[src/source/pic_pkg.sv]
//################################################
// pic shared definitions
// widths, register map, vector table base,
// apb request/response structs, core write strobes
// and the arbiter state encoding
//################################################
package pic_pkg;

   //################################################
   // widths
   //################################################
   localparam int ADDR_W = 32;          // address and data width

   typedef logic [ADDR_W-1:0] word_t;   // apb data, iret, pc, vectors
   typedef logic [5:0]        reg_off_t; // register byte offset

   //################################################
   // register map
   //################################################
   localparam reg_off_t REG_IRET   = 6'h00; // interrupt return address
   localparam reg_off_t REG_IMASK  = 6'h04; // line mask, bit 0 ignored
   localparam reg_off_t REG_ILAT   = 6'h08; // latched lines, replace
   localparam reg_off_t REG_ILATST = 6'h0C; // latched lines, set
   localparam reg_off_t REG_ILATCL = 6'h10; // latched lines, clear
   localparam reg_off_t REG_IPEND  = 6'h14; // active levels

   // vector table, entries 4 bytes apart
   localparam word_t IVT_BASE = 32'h0000_0040;

   //################################################
   // bus structs
   //################################################
   // requester side
   typedef struct packed {
      logic     psel;
      logic     penable;
      logic     pwrite;
      reg_off_t paddr;
      word_t    pwdata;
   } apb_req_t;

   // completer side
   typedef struct packed {
      word_t prdata;
      logic  pready;
      logic  pslverr;
   } apb_rsp_t;

   // decoded writes into the core, one cycle each
   typedef struct packed {
      logic  wr_ilat;
      logic  wr_ilatst;
      logic  wr_ilatcl;
      logic  wr_ipend;
      word_t wdata;
   } pic_wr_t;

   // arbiter grant tracking
   typedef enum logic {
      ARB_IDLE,
      ARB_ACCESS
   } arb_state_t;

endpackage

[src/source/apb_arbiter.sv]
//################################################
// apb arbiter
// merges host and core requesters onto one bus,
// round robin on collisions, losing side is held
// off by pready low until its own turn
//################################################
module apb_arbiter
   import pic_pkg::*;
(
   input  logic     clk,
   input  logic     nreset,
   input  apb_req_t host_req,
   output apb_rsp_t host_rsp,
   input  apb_req_t core_req,
   output apb_rsp_t core_rsp,
   output apb_req_t bus_req,
   input  apb_rsp_t bus_rsp
);

   arb_state_t state;
   logic       gnt_core_q;  // grant held through the access phase
   logic       prefer_core; // round robin pointer, host first
   logic       pick_core;   // idle-time choice
   logic       gnt_core;    // effective grant this cycle
   logic       xfer_done;   // completing access cycle on the bus
   apb_req_t   sel_req;

   //################################################
   // grant selection
   //################################################
   // core wins only if host is quiet or it's core's turn
   assign pick_core = core_req.psel & (~host_req.psel | prefer_core);
   assign gnt_core  = (state == ARB_ACCESS) ? gnt_core_q : pick_core;

   assign sel_req = gnt_core ? core_req : host_req;

   // idle phase is always a setup cycle on the bus
   always_comb
   begin
      bus_req = sel_req;
      if (state == ARB_IDLE)
         bus_req.penable = 1'b0; // a waiting loser restarts with setup
   end

   assign xfer_done = bus_req.psel & bus_req.penable & bus_rsp.pready;

   //################################################
   // grant state
   //################################################
   always_ff @(posedge clk or negedge nreset)
   begin
      if (!nreset)
      begin
         state       <= ARB_IDLE;
         gnt_core_q  <= 1'b0;
         prefer_core <= 1'b0;
      end
      else
      begin
         case (state)
            ARB_IDLE:
            begin
               if (host_req.psel | core_req.psel)
               begin
                  state      <= ARB_ACCESS;
                  gnt_core_q <= pick_core; // lock grant for access
               end
            end
            ARB_ACCESS:
            begin
               if (xfer_done)
               begin
                  state       <= ARB_IDLE;
                  prefer_core <= ~gnt_core_q; // other side next time
               end
            end
            default: state <= ARB_IDLE;
         endcase
      end
   end

   //################################################
   // response routing
   //################################################
   // only the granted side in access sees the completer
   always_comb
   begin
      host_rsp = '0;
      core_rsp = '0;
      if (state == ARB_ACCESS)
      begin
         if (gnt_core_q)
            core_rsp = bus_rsp;
         else
            host_rsp = bus_rsp;
      end
   end

endmodule

[src/source/pic_regs.sv]
//################################################
// pic register bank
// apb completer, no wait states
// decodes write strobes for the core, holds imask
// and iret, muxes read data zero extended
//################################################
module pic_regs
   import pic_pkg::*;
#(
   parameter int NUM_IRQ = 10
)
(
   input  logic               clk,
   input  logic               nreset,
   input  apb_req_t           bus_req,
   output apb_rsp_t           bus_rsp,
   output pic_wr_t            pic_wr,
   output logic [NUM_IRQ-1:0] imask,
   output word_t              iret,
   input  logic [NUM_IRQ-1:0] ilat,
   input  logic [NUM_IRQ-1:0] ipend,
   input  logic               flush,
   input  word_t              pc_next
);

   logic  access;   // completing access cycle
   logic  wr_en;
   logic  rd_en;
   logic  mapped;   // offset hits the register map
   logic  wr_imask;
   logic  wr_iret;
   word_t rdata;

   //################################################
   // access decode
   //################################################
   // pready is tied high, so every access cycle completes
   assign access = bus_req.psel & bus_req.penable;
   assign wr_en  = access & bus_req.pwrite & mapped;
   assign rd_en  = access & ~bus_req.pwrite & mapped;

   // write strobes, local and toward the core
   always_comb
   begin
      pic_wr       = '0;
      pic_wr.wdata = bus_req.pwdata;
      wr_imask     = 1'b0;
      wr_iret      = 1'b0;
      if (wr_en)
      begin
         case (bus_req.paddr)
            REG_IRET:   wr_iret          = 1'b1;
            REG_IMASK:  wr_imask         = 1'b1;
            REG_ILAT:   pic_wr.wr_ilat   = 1'b1;
            REG_ILATST: pic_wr.wr_ilatst = 1'b1;
            REG_ILATCL: pic_wr.wr_ilatcl = 1'b1;
            REG_IPEND:  pic_wr.wr_ipend  = 1'b1;
            default:    wr_iret          = 1'b0;
         endcase
      end
   end

   //################################################
   // read mux
   //################################################
   always_comb
   begin
      rdata  = '0;
      mapped = 1'b1;
      case (bus_req.paddr)
         REG_IRET:   rdata                = iret;
         REG_IMASK:  rdata[NUM_IRQ-1:0]   = imask;
         REG_ILAT,
         REG_ILATST,
         REG_ILATCL: rdata[NUM_IRQ-1:0]   = ilat; // set/clear alias read ilat
         REG_IPEND:  rdata[NUM_IRQ-1:0]   = ipend;
         default:    mapped               = 1'b0; // hole in the map
      endcase
   end

   assign bus_rsp.prdata  = rd_en ? rdata : '0;
   assign bus_rsp.pready  = 1'b1;               // no wait states
   assign bus_rsp.pslverr = access & ~mapped;   // unmapped offset

   //################################################
   // imask / iret
   //################################################
   always_ff @(posedge clk or negedge nreset)
   begin
      if (!nreset)
         imask <= '0;
      else if (wr_imask)
         imask <= bus_req.pwdata[NUM_IRQ-1:0];
   end

   // entry capture of the next pc beats a register write
   always_ff @(posedge clk or negedge nreset)
   begin
      if (!nreset)
         iret <= '0;
      else if (flush)
         iret <= pc_next;
      else if (wr_iret)
         iret <= bus_req.pwdata;
   end

endmodule

[src/source/pic_core.sv]
//################################################
// pic interrupt core
// rising edge detect into ilat, lowest index wins
// against imask and ipend, entry register drives
// irq and the vector, flush straight from select
//################################################
module pic_core
   import pic_pkg::*;
#(
   parameter int NUM_IRQ = 10
)
(
   input  logic               clk,
   input  logic               nreset,
   input  logic [NUM_IRQ-1:0] ext_irq,
   input  pic_wr_t            pic_wr,
   input  logic [NUM_IRQ-1:0] imask,
   input  logic               irq_en,
   input  logic               ic_wait,
   input  logic               rti,
   output logic [NUM_IRQ-1:0] ilat,
   output logic [NUM_IRQ-1:0] ipend,
   output logic               flush,
   output logic               irq,
   output word_t              irq_addr
);

   logic [NUM_IRQ-1:0] irq_shadow;  // last sample of ext_irq
   logic [NUM_IRQ-1:0] irq_event;   // 0 to 1 change this edge
   logic [NUM_IRQ-1:0] masked_ilat;
   logic [NUM_IRQ-1:0] select;      // one hot or zero
   logic [NUM_IRQ-1:0] take;        // select accepted by the pipeline
   logic [NUM_IRQ-1:0] entry;       // registered select
   logic [NUM_IRQ-1:0] wdata;
   logic [NUM_IRQ-1:0] ilat_nxt;
   logic [NUM_IRQ-1:0] ipend_nxt;
   logic [NUM_IRQ-1:0] ipend_rti;   // ipend minus its lowest set bit

   assign wdata = pic_wr.wdata[NUM_IRQ-1:0];

   //################################################
   // edge detect
   //################################################
   always_ff @(posedge clk or negedge nreset)
   begin
      if (!nreset)
         irq_shadow <= '0;
      else
         irq_shadow <= ext_irq;
   end

   assign irq_event = ext_irq & ~irq_shadow;

   //################################################
   // ilat
   //################################################
   // entry clears at the same edge the entry register loads
   assign take = select & {NUM_IRQ{~ic_wait}};

   always_comb
   begin
      ilat_nxt = ilat;
      if (pic_wr.wr_ilat)
         ilat_nxt = wdata;                // replace
      if (pic_wr.wr_ilatst)
         ilat_nxt = ilat_nxt | wdata;     // set
      if (pic_wr.wr_ilatcl)
         ilat_nxt = ilat_nxt & ~wdata;    // clear
      ilat_nxt = (ilat_nxt & ~take) | irq_event; // edges always win
   end

   always_ff @(posedge clk or negedge nreset)
   begin
      if (!nreset)
         ilat <= '0;
      else
         ilat <= ilat_nxt;
   end

   //################################################
   // ipend
   //################################################
   // return drops the innermost level, i.e. lowest set bit
   assign ipend_rti = ipend & (ipend - NUM_IRQ'(1));

   always_comb
   begin
      if (pic_wr.wr_ipend)
         ipend_nxt = wdata;
      else if (rti)
         ipend_nxt = ipend_rti;
      else
         ipend_nxt = ipend;
      ipend_nxt = ipend_nxt | take;       // new level on entry
   end

   always_ff @(posedge clk or negedge nreset)
   begin
      if (!nreset)
         ipend <= '0;
      else
         ipend <= ipend_nxt;
   end

   //################################################
   // priority
   //################################################
   // bit 0 cannot be masked
   assign masked_ilat = ilat & ~{imask[NUM_IRQ-1:1], 1'b0};

   always_comb
   begin : prio
      logic lower_lat;  // any unmasked request below i
      logic pend_at;    // any active level at or below i
      lower_lat = 1'b0;
      pend_at   = 1'b0;
      for (int i = 0; i < NUM_IRQ; i++)
      begin
         pend_at   = pend_at | ipend[i];
         select[i] = masked_ilat[i] & ~lower_lat & ~pend_at & irq_en;
         lower_lat = lower_lat | masked_ilat[i];
      end
   end

   assign flush = |select; // one cycle unless stalled

   //################################################
   // entry and vector
   //################################################
   // holds while the sequencer is not ready
   always_ff @(posedge clk or negedge nreset)
   begin
      if (!nreset)
         entry <= '0;
      else if (!ic_wait)
         entry <= select;
   end

   assign irq = |entry;

   // one hot or-mux of table entries, zero when idle
   always_comb
   begin
      irq_addr = '0;
      for (int k = 0; k < NUM_IRQ; k++)
      begin
         if (entry[k])
            irq_addr = irq_addr | (IVT_BASE + (word_t'(k) << 2));
      end
   end

endmodule

[src/source/pic_top.sv]
//################################################
// pic top level
// host and core apb ports share the register bank
// through the arbiter, core block faces the
// sequencer
//################################################
module pic_top
   import pic_pkg::*;
#(
   parameter int NUM_IRQ = 10          // interrupt lines, 2 to 32
)
(
   input  logic               clk,
   input  logic               nreset,
   // register access
   input  apb_req_t           host_req,
   output apb_rsp_t           host_rsp,
   input  apb_req_t           core_req,
   output apb_rsp_t           core_rsp,
   // pipeline
   input  logic [NUM_IRQ-1:0] ext_irq,
   input  word_t              pc_next,  // saved into iret on entry
   input  logic               irq_en,   // global enable
   input  logic               ic_wait,  // sequencer not ready
   input  logic               rti,      // return from interrupt
   output logic               irq,
   output word_t              irq_addr,
   output logic               flush
);

   apb_req_t           bus_req;  // arbitrated request
   apb_rsp_t           bus_rsp;
   pic_wr_t            pic_wr;   // decoded core writes
   logic [NUM_IRQ-1:0] imask;
   logic [NUM_IRQ-1:0] ilat;
   logic [NUM_IRQ-1:0] ipend;
   word_t              iret;     // return address, read back over apb

   //################################################
   // register path
   //################################################
   apb_arbiter apb_arbiter_i (
      .clk      (clk),
      .nreset   (nreset),
      .host_req (host_req),
      .host_rsp (host_rsp),
      .core_req (core_req),
      .core_rsp (core_rsp),
      .bus_req  (bus_req),
      .bus_rsp  (bus_rsp)
   );

   pic_regs #(
      .NUM_IRQ (NUM_IRQ)
   ) pic_regs_i (
      .clk     (clk),
      .nreset  (nreset),
      .bus_req (bus_req),
      .bus_rsp (bus_rsp),
      .pic_wr  (pic_wr),
      .imask   (imask),
      .iret    (iret),
      .ilat    (ilat),
      .ipend   (ipend),
      .flush   (flush),
      .pc_next (pc_next)
   );

   //################################################
   // interrupt path
   //################################################
   pic_core #(
      .NUM_IRQ (NUM_IRQ)
   ) pic_core_i (
      .clk      (clk),
      .nreset   (nreset),
      .ext_irq  (ext_irq),
      .pic_wr   (pic_wr),
      .imask    (imask),
      .irq_en   (irq_en),
      .ic_wait  (ic_wait),
      .rti      (rti),
      .ilat     (ilat),
      .ipend    (ipend),
      .flush    (flush),
      .irq      (irq),
      .irq_addr (irq_addr)
   );

endmodule

[config.mk]
export PLATFORM = sky130hd
export DESIGN_NAME = pic_top
export DESIGN_NICKNAME = d
export VERILOG_FILES = /design/src/source/pic_pkg.sv /design/src/source/apb_arbiter.sv /design/src/source/pic_regs.sv /design/src/source/pic_core.sv /design/src/source/pic_top.sv
export SDC_FILE = /design/constraint.sdc
export NUM_CORES = 1
export LEC_CHECK = 0
export BUFFER_PORTS_ARGS = -buffer_cell sky130_fd_sc_hd__buf_2
export CORE_ASPECT_RATIO = 0.5
export CORE_MARGIN = 3
export CORE_UTILIZATION = 48
export DETAILED_ROUTE_END_ITERATION = 6
export PLACE_DENSITY = 0.87
export SETUP_SLACK_MARGIN = 0.5
export SYNTH_ARGS = -nofsm -noshare
export SYNTH_HDL_FRONTEND = slang
export SYNTH_SLANG_ARGS = --single-unit
[constraint.sdc]
create_clock -name clk -period 5.45 [get_ports clk]
set_input_delay 0.8175 -clock clk [delete_from_list [all_inputs] [get_ports clk]]
set_output_delay 0.8175 -clock clk [all_outputs]
set_load 0.01 [all_outputs]
==> results of run 1 <==
==> flip-flops by register name, summed over array words and instances (netlist names) <==
| register | count |
|---|---|
| apb_arbiter_i.gnt_core_q | 1 |
| apb_arbiter_i.prefer_core | 1 |
| apb_arbiter_i.state | 1 |
| pic_core_i.entry | 10 |
| pic_core_i.ilat | 10 |
| pic_core_i.ipend | 10 |
| pic_core_i.irq_shadow | 10 |
| pic_regs_i.imask | 10 |
| pic_regs_i.iret | 32 |
==> routing by layer <==
metal | vias to the layer above | track usage (%) | part of all wire (%)
met5 | - | 0 | 0
met4 | 0 | 6.907 | 1.5
met3 | 28 | 4.288 | 7.9
met2 | 266 | 43.22 | 50
met1 | 2605 | 30.08 | 41
li1 | 2526 | - | -
==> power by group <==
group / total (mW) / internal (mW) / switching [mW]
clock: 0.645 / 0.376 / 0.269
combinational: 0.889 / 0.414 / 0.475
sequential: 0.841 / 0.741 / 0.0992
total: 2.37 / 1.53 / 0.843
==> layout make-up <==
type / count / area, µm²
Fill cell: 1007 / 4647
Multi-Input combinational cell: 504 / 3540
Sequential cell: 85 / 2127
Timing Repair Buffer: 209 / 1064
Clock buffer: 10 / 239.0
Tap cell: 165 / 206.4
Clock inverter: 6 / 75.07
Inverter: 13 / 48.80
==> critical path, delay by kind of cell <==
family	cells	cell delay (ps)
and+or+nand+nor	2	350
AOI/OAI and AO/OA	3	1270
muxes	1	1050
buffers and inverters	2	290
==> cells by family (layout without fill, tap and decap cells) <==
family          Yosys count  in the layout  share of synthesized area [%]
flops                    85             85                          35.73
simple gates            306            306                          25.47
buf+inv                  65            238                          6.936
compound gates           86             86                          11.90
mux                      85             85                          19.90
other cells               1             27                        0.06299
==> cells in the mapped netlist (all sizes together) (10+ instances only) <==
master	n	area share, %
a21oi	10	0.97
a221oi	10	2.5
a22o	10	1.5
and2	47	4.9
buf	45	5.7
dfrtp	85	36
inv	13	0.82
mux2	81	19
nand2	138	8.7
nand3	22	1.8
nor2	39	2.5
nor2b	14	1.5
o21ai	17	1.9
==> worst max-delay path by stage <==
stage	end	slack, ps	cells after the start
floorplan	host_rsp[10]	2290	8
global placement	host_rsp[2]	1180	8
detailed placement	host_rsp[9]	1000	8
CTS	host_rsp[5]	990	8
global route	host_rsp[10]	730	8
finish	host_rsp[5]	840	8
==> through the flow <==
stage	instance area, µm²	utilization [%]	hold slack [ps]
2_1_floorplan	6051	-	409.4
3_3_place_gp	6985	58.47	410.3
3_5_place_dp	6985	58.47	421.3
4_1_cts	7300	61.10	350.8
5_1_grt	7300	61.10	359.2
6_report	7300	61.10	339.1
==> out/metrics.csv, run 1 <==
metric,value,unit
rr_startpoint,apb_arbiter_i.prefer_core,
gp_congestion,0.8878,
crit_path_max_incr_delay,1050,ps
die_y,84.75,µm
ys_seq_area_share,35.73,%
cts.repair.resized,0,
clock_latency,340,ps
syn_to_final_growth,22.61,%
power_density,325.3,nW/µm²
fin_cells,992,
fmax,217.1,MHz
dpl_worst_slack,996.5,ps
synthDistinctLibCells,60,
status,finished clean,
synth.avg_cell_area,9.480,µm²
synth_top_flop_cell,dfrtp_1,
drive_above_1_share,40.51,%
clockRootBuffer,clkbuf_16,
ios,231,
power,2.374,mW
grt_pass1_vias,5431,
crit_type,in2out,
required,4630,ps
max_slew_margin,15.71,%
cp.arrival,3790,ps
p_leak,3.932,nW
remaining_drc_errors,0,
numPortBuffers,203,
die_area,13860,µm²
cts_setup_buffers,0,
antenna_found_initial,0,
drv_slew,0,
final_antenna_net_count,0,
vias_per_cell,5.469,
mostFrequentLayoutCells,"buf_2, nand2_1, dfrtp_1",
numCtsBuffers,9,
r2r-end,pic_regs_i.iret[0],
cts_buffer_depth,2,
core,11950,µm²
cts.sinks,85,
cp_common_cell,buf_2,
vdd.ir_drop.worst,0.1734,mV
hpwl,12690,µm
grt_max_degree,66,
syn_area,5953,µm²
start_util,49.83,%
synth-seq-cells,85,
end_kind,output port,
fin_ws,844.3,ps
cts-hold-fix-buffers,0,
synth_warnings,0,
reg2regPathDepth,7,
clkTransAtPathRegs,70,ps
cp_slowest_cell,mux2i_1,
vias,5425,
die_width,163.5,µm
antennaDiodeCount,0,
hold_viol,0,
wirelength,17180,µm
max_slew.worst_pin.slew,1264,ps
maxCapViolations,0,
dpl.cell_count,976,
cts_tree,yes,
synth_cells,628,
grt-ovfl-total,0,
grt_util_all_layers,24.15,%
synth_edf_count,0,
setup-tns-final,0,ps
drt_first_iter_violations,367,
async_reset_ff_share,100.0,%
finalCritPeriodShare,84.51,%
worstPathCellList,"buf_2, and2b_1, o21a_2, mux2i_1, a22o_1, a221oi_2, nor2_1, buf_2",
finalSetupViolCount,0,
rows,28,
rsz0062_at_grt,false,
fin_crit,4606,ps
grt_pass1_wl,26900,µm
h-tree-depth,3,
cp-startpoint,host_req[40],
critPathLaunchType,input port,
r2r_slack,1930,ps
layout.nets,951,
skew,11.87,ps
final_common_cell,buf_2,
min_path_type,in2async,
dr.pass1.iters,5,
wl_per_cell,17.32,µm
cp_max_fo,47,
(Power assumes the default switching activity.)
==> run 2: changes to the inputs <==
Settings changed: ABC_AREA set to 1, CORE_UTILIZATION 48 to 46.
Clock period 5.45 ns to 4 ns, I/O delays scaled along.
==> run 2 against run 1 <==
Compared with the run above:
- the run now ends with design-rule violations left
- register-to-register slack worse by 610 ps
- combinational power is 91% higher
- sequential power is 53% higher
- utilization is 2.2 points lower
- die area is 7.4% higher
- clock power is 61% higher
- final area is 3.6% higher
- flip-flop and latch count stayed put
- critical path depth is 7 higher
- area after synthesis is 3.3% higher
==> out/metrics.csv, run 2 <==
metric,value,unit,change
die_y,87.76,µm,+3.6%
p_leak,4.282,nW,+8.9%
cts_buffer_depth,2,,unchanged
p_sw_share,43.43,%,+7.9 points
remaining_drc_errors,2,,+2
vias,6949,,+28%
clockPowerShare,25.9,%,-1.3 points
synthTopCellsByArea,"dfrtp_1, nand2_1, nor2_1, nand3_1, inv_1",,
cp_max_fo,22,,-53%
grt_pass1_vias,6264,,+15%
core,12840,µm²,+7.5%
cts_setup_buffers,0,,unchanged
dr.pass1.iters,7,,+2
finalCritPeriodShare,85.61,%,
grt_max_degree,61,,-7.6%
wl_per_cell,15.68,µm,-9.5%
rr_startpoint,apb_arbiter_i.gnt_core_q,,
synth_cells,945,,+50%
layout.nets,1254,,+32%
cp-startpoint,apb_arbiter_i.state,,
ios,231,,unchanged
cp.arrival,2820,ps,-970 ps
grt_util_all_layers,26.40,%,+2.3 points
numCtsBuffers,9,,unchanged
r2r_slack,1320,ps,-610 ps
setup-tns-final,0,ps,unchanged
clkTransAtPathRegs,60,ps,about the same
nFillCells,1213,,+20%
die_width,169.5,µm,+3.7%
ys_seq_area_share,34.59,%,-1.1 points
required,3400,ps,-1230 ps
end_kind,output port,,
power_density,534.2,nW/µm²,+64%
vdd.ir_drop.worst,0.2659,mV,+53%
syn_area,6150,µm²,+3.3%
min_path_type,in2async,,
syn_to_final_growth,22.95,%,
drt_first_iter_violations,652,,+78%
status,"complete, but fails checks",,
largest_register_ffs,32,,unchanged
numPortBuffers,203,,unchanged
cts-hold-fix-buffers,0,,unchanged
grt-ovfl-total,0,,unchanged
finalSetupViolCount,0,,unchanged
maxCapViolations,0,,unchanged
r2r-end,pic_regs_i.iret[16],,
die_area,14880,µm²,+7.4%
violations,design-rule violations,,
gp_congestion,0.9538,,+7.4%
synth-seq-cells,85,,unchanged
final_antenna_net_count,0,,unchanged
multi_input_area,3357,µm²,-5.2%
synth_warnings,0,,unchanged
drv_slew,0,,unchanged
skew,7.841,ps,-4.024 ps
synthDistinctLibCells,30,,-50%
cts_tree,yes,,
rows,29,,+3.6%
h-tree-depth,3,,unchanged
yosys.area.top_type_share,34.59,%,-1.1 points
fmax,292.0,MHz,
reg2regPathDepth,11,,+4
power_frac_comb,42.2,%,+4.8 points
cts.sinks,85,,unchanged
p_seq_share,32.0,%,-3.4 points
synth.avg_cell_area,6.508,µm²,-31%
regArea,2130,µm²,+0.12%
dpl_worst_slack,476.8,ps,-519.7 ps
clockRootBuffer,clkbuf_16,,
drive_above_1_share,26.28,%,-14 points
mostFrequentLayoutCells,"nand2_1, buf_2, nor2_1",,
async_reset_ff_share,100.0,%,unchanged
endpoint,core_rsp[10],,
synth_top_area_cell,dfrtp_1,,
max_slew_margin,46.20,%,+30 points
fin_ws,575.7,ps,-268.6 ps
synth_most_common_cell,nand2_1,,
antenna_found_initial,1,,+1
crit_type,reg2out,,
rsz0062_at_grt,false,,
clock_latency,350,ps,about the same
hpwl,15020,µm,+18%
antennaDiodeCount,0,,unchanged
synth_commonest_cells,"nand2_1, nor2_1, nand3_1",,
max_slew.worst_pin.slew,807.0,ps,-457.3 ps
start_util,47.88,%,-2.0 points
p_sw,1.754,mW,+110%
critPathLaunchType,register,,
hold_viol,0,,unchanged
largest-register,pic_regs_i.iret,,
fin_crit,3424,ps,
grt_pass1_wl,31240,µm,+16%
vias_per_cell,5.345,,-2.3%
wirelength,20380,µm,+19%
power.internal,2.285,mW,+49%
final_common_cell,nand2_1,,
synth_top_flop_cell,dfrtp_1,,
synth_edf_count,0,,unchanged
-- run 2: changes by cell type after synthesis, sizes merged, moves of 47 or more --
cell / previous run / this run
and2: 47 / 0
inv: 13 / 100
mux2: 81 / 0
nand2: 138 / 284
nand3: 22 / 108
nor2: 39 / 161
-- run 2: per-stage QoR --
step	hold WS [ps]	util, %	instance area, µm²	power [mW]	cells
after floorplan	304.4	-	6247	2.443	971
final	346.8	58.86	7561	4.039	1300
after global routing	365.2	58.86	7561	4.281	1300
after detailed placement	472.5	55.45	7122	2.885	1282
after CTS	362.0	58.52	7517	3.967	1299
after global placement	466.9	55.45	7122	2.829	1282
-- run 2: worst max-delay path: stages, from the launching register on --
cell     delay [ps]
dfrtp_2         470
nor2_4          140
nand2_4          90
nand2_8         170
buf_12          190
nand2_1          80
nand2_2         160
nand2_2         160
inv_4           170
nand2_1         110
nand2_2         100
nor2_4           70
nor2_4          230
nand2_2          90
nor2_1          100
buf_2           140
-- run 2: area by class of cell --
cell class / count / area share, %
Timing Repair Buffer: 212 / 14.63
Tap cell: 170 / 2.813
Inverter: 100 / 5.064
Multi-Input combinational cell: 717 / 44.40
Clock inverter: 6 / 1.771
Clock buffer: 10 / 3.161
Sequential cell: 85 / 28.16
-- run 2: repair_timing --
item	CTS	global route
setup endpoints to repair	64	64
pin swaps	1	2
cloned	1	1
resized for setup	4	9
-- run 2: how the worst min path moves through the flow --
stage / endpoint / startpoint / cells past startpoint
after detailed placement: pic_core_i.ilat[7] / pic_core_i.irq_shadow[7] / 3
after global routing: pic_core_i.irq_shadow[5] / ext_irq[5] / 1
after global placement: pic_regs_i.iret[18] / pic_regs_i.iret[18] / 2
after CTS: pic_regs_i.iret[13] / nreset / 1
after floorplan: apb_arbiter_i.gnt_core_q / nreset / 0
final: pic_regs_i.iret[13] / nreset / 1
-- run 2: logic make-up (layout without fill, tap and decap cells) --
group | count (synthesis) | count (layout) | share of synthesized area (%)
AOI/OAI and AO/OA | 71 | 71 | 6.735
and+or+nand+nor | 615 | 617 | 45.21
buffers and inverters | 171 | 328 | 13.08
muxes | 2 | 2 | 0.3255
other | 1 | 27 | 0.06098
DFF | 85 | 85 | 34.59
-- run 2: power groups by stage --
| stage | registers (mW) | clock network, mW | logic (mW) |
|---|---|---|---|
| global route | 1.31 | 1.09 | 1.88 |
| finish | 1.29 | 1.04 | 1.70 |
| global placement | 1.29 | 0 | 1.54 |
| floorplan | 1.20 | 0 | 1.24 |
| detailed placement | 1.29 | 0 | 1.59 |
| CTS | 1.28 | 1.06 | 1.63 |
-- run 2: per-layer routing --
metal	track usage [%]	vias to the layer above	share of wire (%)	wire length, µm
li1	-	3313	-	-
met1	34.80	3199	41	8422
met5	0	-	0.034	7
met4	5.490	2	2.1	437
met2	45.58	386	47	9563
met3	5.681	49	9.6	1952
==> run 3: changes to the inputs <==
Settings changed: PLACE_DENSITY 0.87 to 0.79.
==> run 3 against run 2 <==
Compared with the run above:
- hold slack got worse by 8.7 ps
- sequential power about the same
- global-route usage decreased by 0.32 points
- first-iteration DRC count decreased by 3.7%
- highest routed layer is now met4
- clock skew about the same
- the flow now finishes without violations
- die area unchanged
==> out/metrics.csv, run 3 (synthesis results as in run 2) <==
metric,value,unit,change
status,finished clean,,
cp_max_fo,38,,+73%
vias,6799,,-2.2%
rsz0062_at_grt,false,,
largest_register_ffs,32,,unchanged
r2r_slack,850,ps,-470 ps
die_area,14880,µm²,unchanged
cts_setup_buffers,0,,unchanged
drv_slew,0,,unchanged
max_slew_margin,48.27,%,+2.1 points
numCtsBuffers,9,,unchanged
reg2regPathDepth,11,,unchanged
skew,7.607,ps,-0.2340 ps
finalCritPeriodShare,84.09,%,-1.5 points
clkTransAtPathRegs,60,ps,about the same
grt_max_degree,61,,unchanged
fin_crit,3364,ps,-60.80 ps
wl_per_cell,15.30,µm,-2.4%
placed_area,7114,µm²,-0.11%
power_density,523.1,nW/µm²,-2.1%
vias_per_cell,5.230,,-2.2%
drive_above_1_share,26.11,%,-0.18 points
fmax,297.3,MHz,+1.8%
cp_common_cell,nand2_2,,
grt_util_all_layers,26.08,%,-0.32 points
cts_buffer_depth,2,,unchanged
clockRootBuffer,clkbuf_16,,
p_leak,4.263,nW,-0.44%
crit_path_max_incr_delay,520,ps,+50 ps
clock_latency,340,ps,about the same
start_util,47.88,%,unchanged
power,3.932,mW,-2.7%
grt_pass1_wl,30950,µm,-0.91%
remaining_drc_errors,0,,-2
holdWs,338.1,ps,-8.709 ps
rows,29,,unchanged
drt_first_iter_violations,628,,-3.7%
design_area,7517,µm²,-0.58%
cts.sinks,85,,unchanged
cp.arrival,2760,ps,-60 ps
grt-ovfl-total,0,,unchanged
ios,231,,unchanged
gp_congestion,0.9668,,+1.4%
min_path_type,in2async,,
hpwl,14410,µm,-4.1%
end_kind,output port,,
syn_to_final_growth,22.24,%,
wirelength,19900,µm,-2.4%
setup-tns-final,0,ps,unchanged
final_common_cell,nand2_1,,
critPathLaunchType,register,,
max_slew.worst_pin.slew,775.9,ps,-31.14 ps
numPortBuffers,203,,unchanged
vdd.ir_drop.worst,0.2673,mV,+0.54%
hold_viol,0,,unchanged
grt_pass1_vias,6249,,-0.24%
worstPathCellList,"nand2_4, buf_12, nand3b_1, nand2_2, nand2_2, nor2_4, nand2_2, nand2_2, nor2_4, nor2_4, nand2_2, nor2_1, buf_2",,
required,3400,ps,about the same
cts_tree,yes,,
die_y,87.76,µm,unchanged
cp_slowest_cell,dfrtp_2,,
h-tree-depth,3,,unchanged
die_width,169.5,µm,unchanged
nFillCells,1231,,+1.5%
antenna_found_initial,0,,-1
core,12840,µm²,unchanged
crit_type,reg2out,,
layout.nets,1254,,unchanged
mostFrequentLayoutCells,"nand2_1, buf_2, nor2_1",,
final_antenna_net_count,0,,unchanged
maxCapViolations,0,,unchanged
finalSetupViolCount,0,,unchanged
largest-register,pic_regs_i.iret,,
antennaDiodeCount,0,,unchanged
dr.pass1.iters,5,,-2
==> run 3: metal layers <==
metal | up-vias | wire [µm] | global-route usage [%]
li1 | 3310 | - | -
met1 | 3090 | 8539 | 35.54
met2 | 361 | 9158 | 43.29
met3 | 38 | 1764 | 4.689
met4 | 0 | 433 | 7.418
met5 | - | 0 | 0
==> run 3: through the flow <==
step | worst slack (ps) | std cells | util [%]
6_report | 636.5 | 1300 | 58.52
5_1_grt | 514.8 | 1300 | 58.52
4_1_cts | 551.5 | 1298 | 58.22
3_5_place_dp | 293.4 | 1281 | 55.39
3_3_place_gp | 439.1 | 1281 | 55.39
2_1_floorplan | 1430 | 971 | -
==> run 3: worst max-delay path: cells and delay by family, from the launching register on <==
family | cells | cell delay (ps)
flops | 1 | 520
buf+inv | 2 | 370
simple gates | 11 | 1550
==> run 3: timing repair <==
| action | in CTS | in global routing |
|---|---|---|
| resized for setup | 4 | 5 |
| hold buffers | 0 | 0 |
| cloned | 1 | 2 |
| pin swaps | 1 | 4 |
| setup endpoints to repair | 64 | 34 |
==> run 3: where the power goes <==
group | leakage, nW | switching [mW] | internal [mW]
registers | 1.04 | 0.199 | 1.09
logic | 3.06 | 1.20 | 0.494
clock network | 0.167 | 0.328 | 0.627
==> run 3: cell type report <==
cell class / count / area (µm²) / share of cell area (%)
Inverter: 100 / 382.9 / 5.093
Sequential cell: 85 / 2128 / 28.31
Timing Repair Buffer: 211 / 1091 / 14.51
Clock buffer: 12 / 246.5 / 3.279
Tap cell: 170 / 212.7 / 2.830
Multi-Input combinational cell: 718 / 3361 / 44.71
Clock inverter: 4 / 95.09 / 1.265
==> run 3: final timing paths <==
kind,startpoint,endpoint
worst max register to register,apb_arbiter_i.gnt_core_q,pic_regs_i.iret[25]
max in group asynchronous,nreset,pic_regs_i.iret[1]
worst min-delay path,nreset,pic_core_i.irq_shadow[3]
worst max-delay path,apb_arbiter_i.gnt_core_q,core_rsp[10]
min in group clk,ext_irq[5],pic_core_i.irq_shadow[5]
worst min register to register,pic_core_i.entry[2],pic_core_i.entry[2]
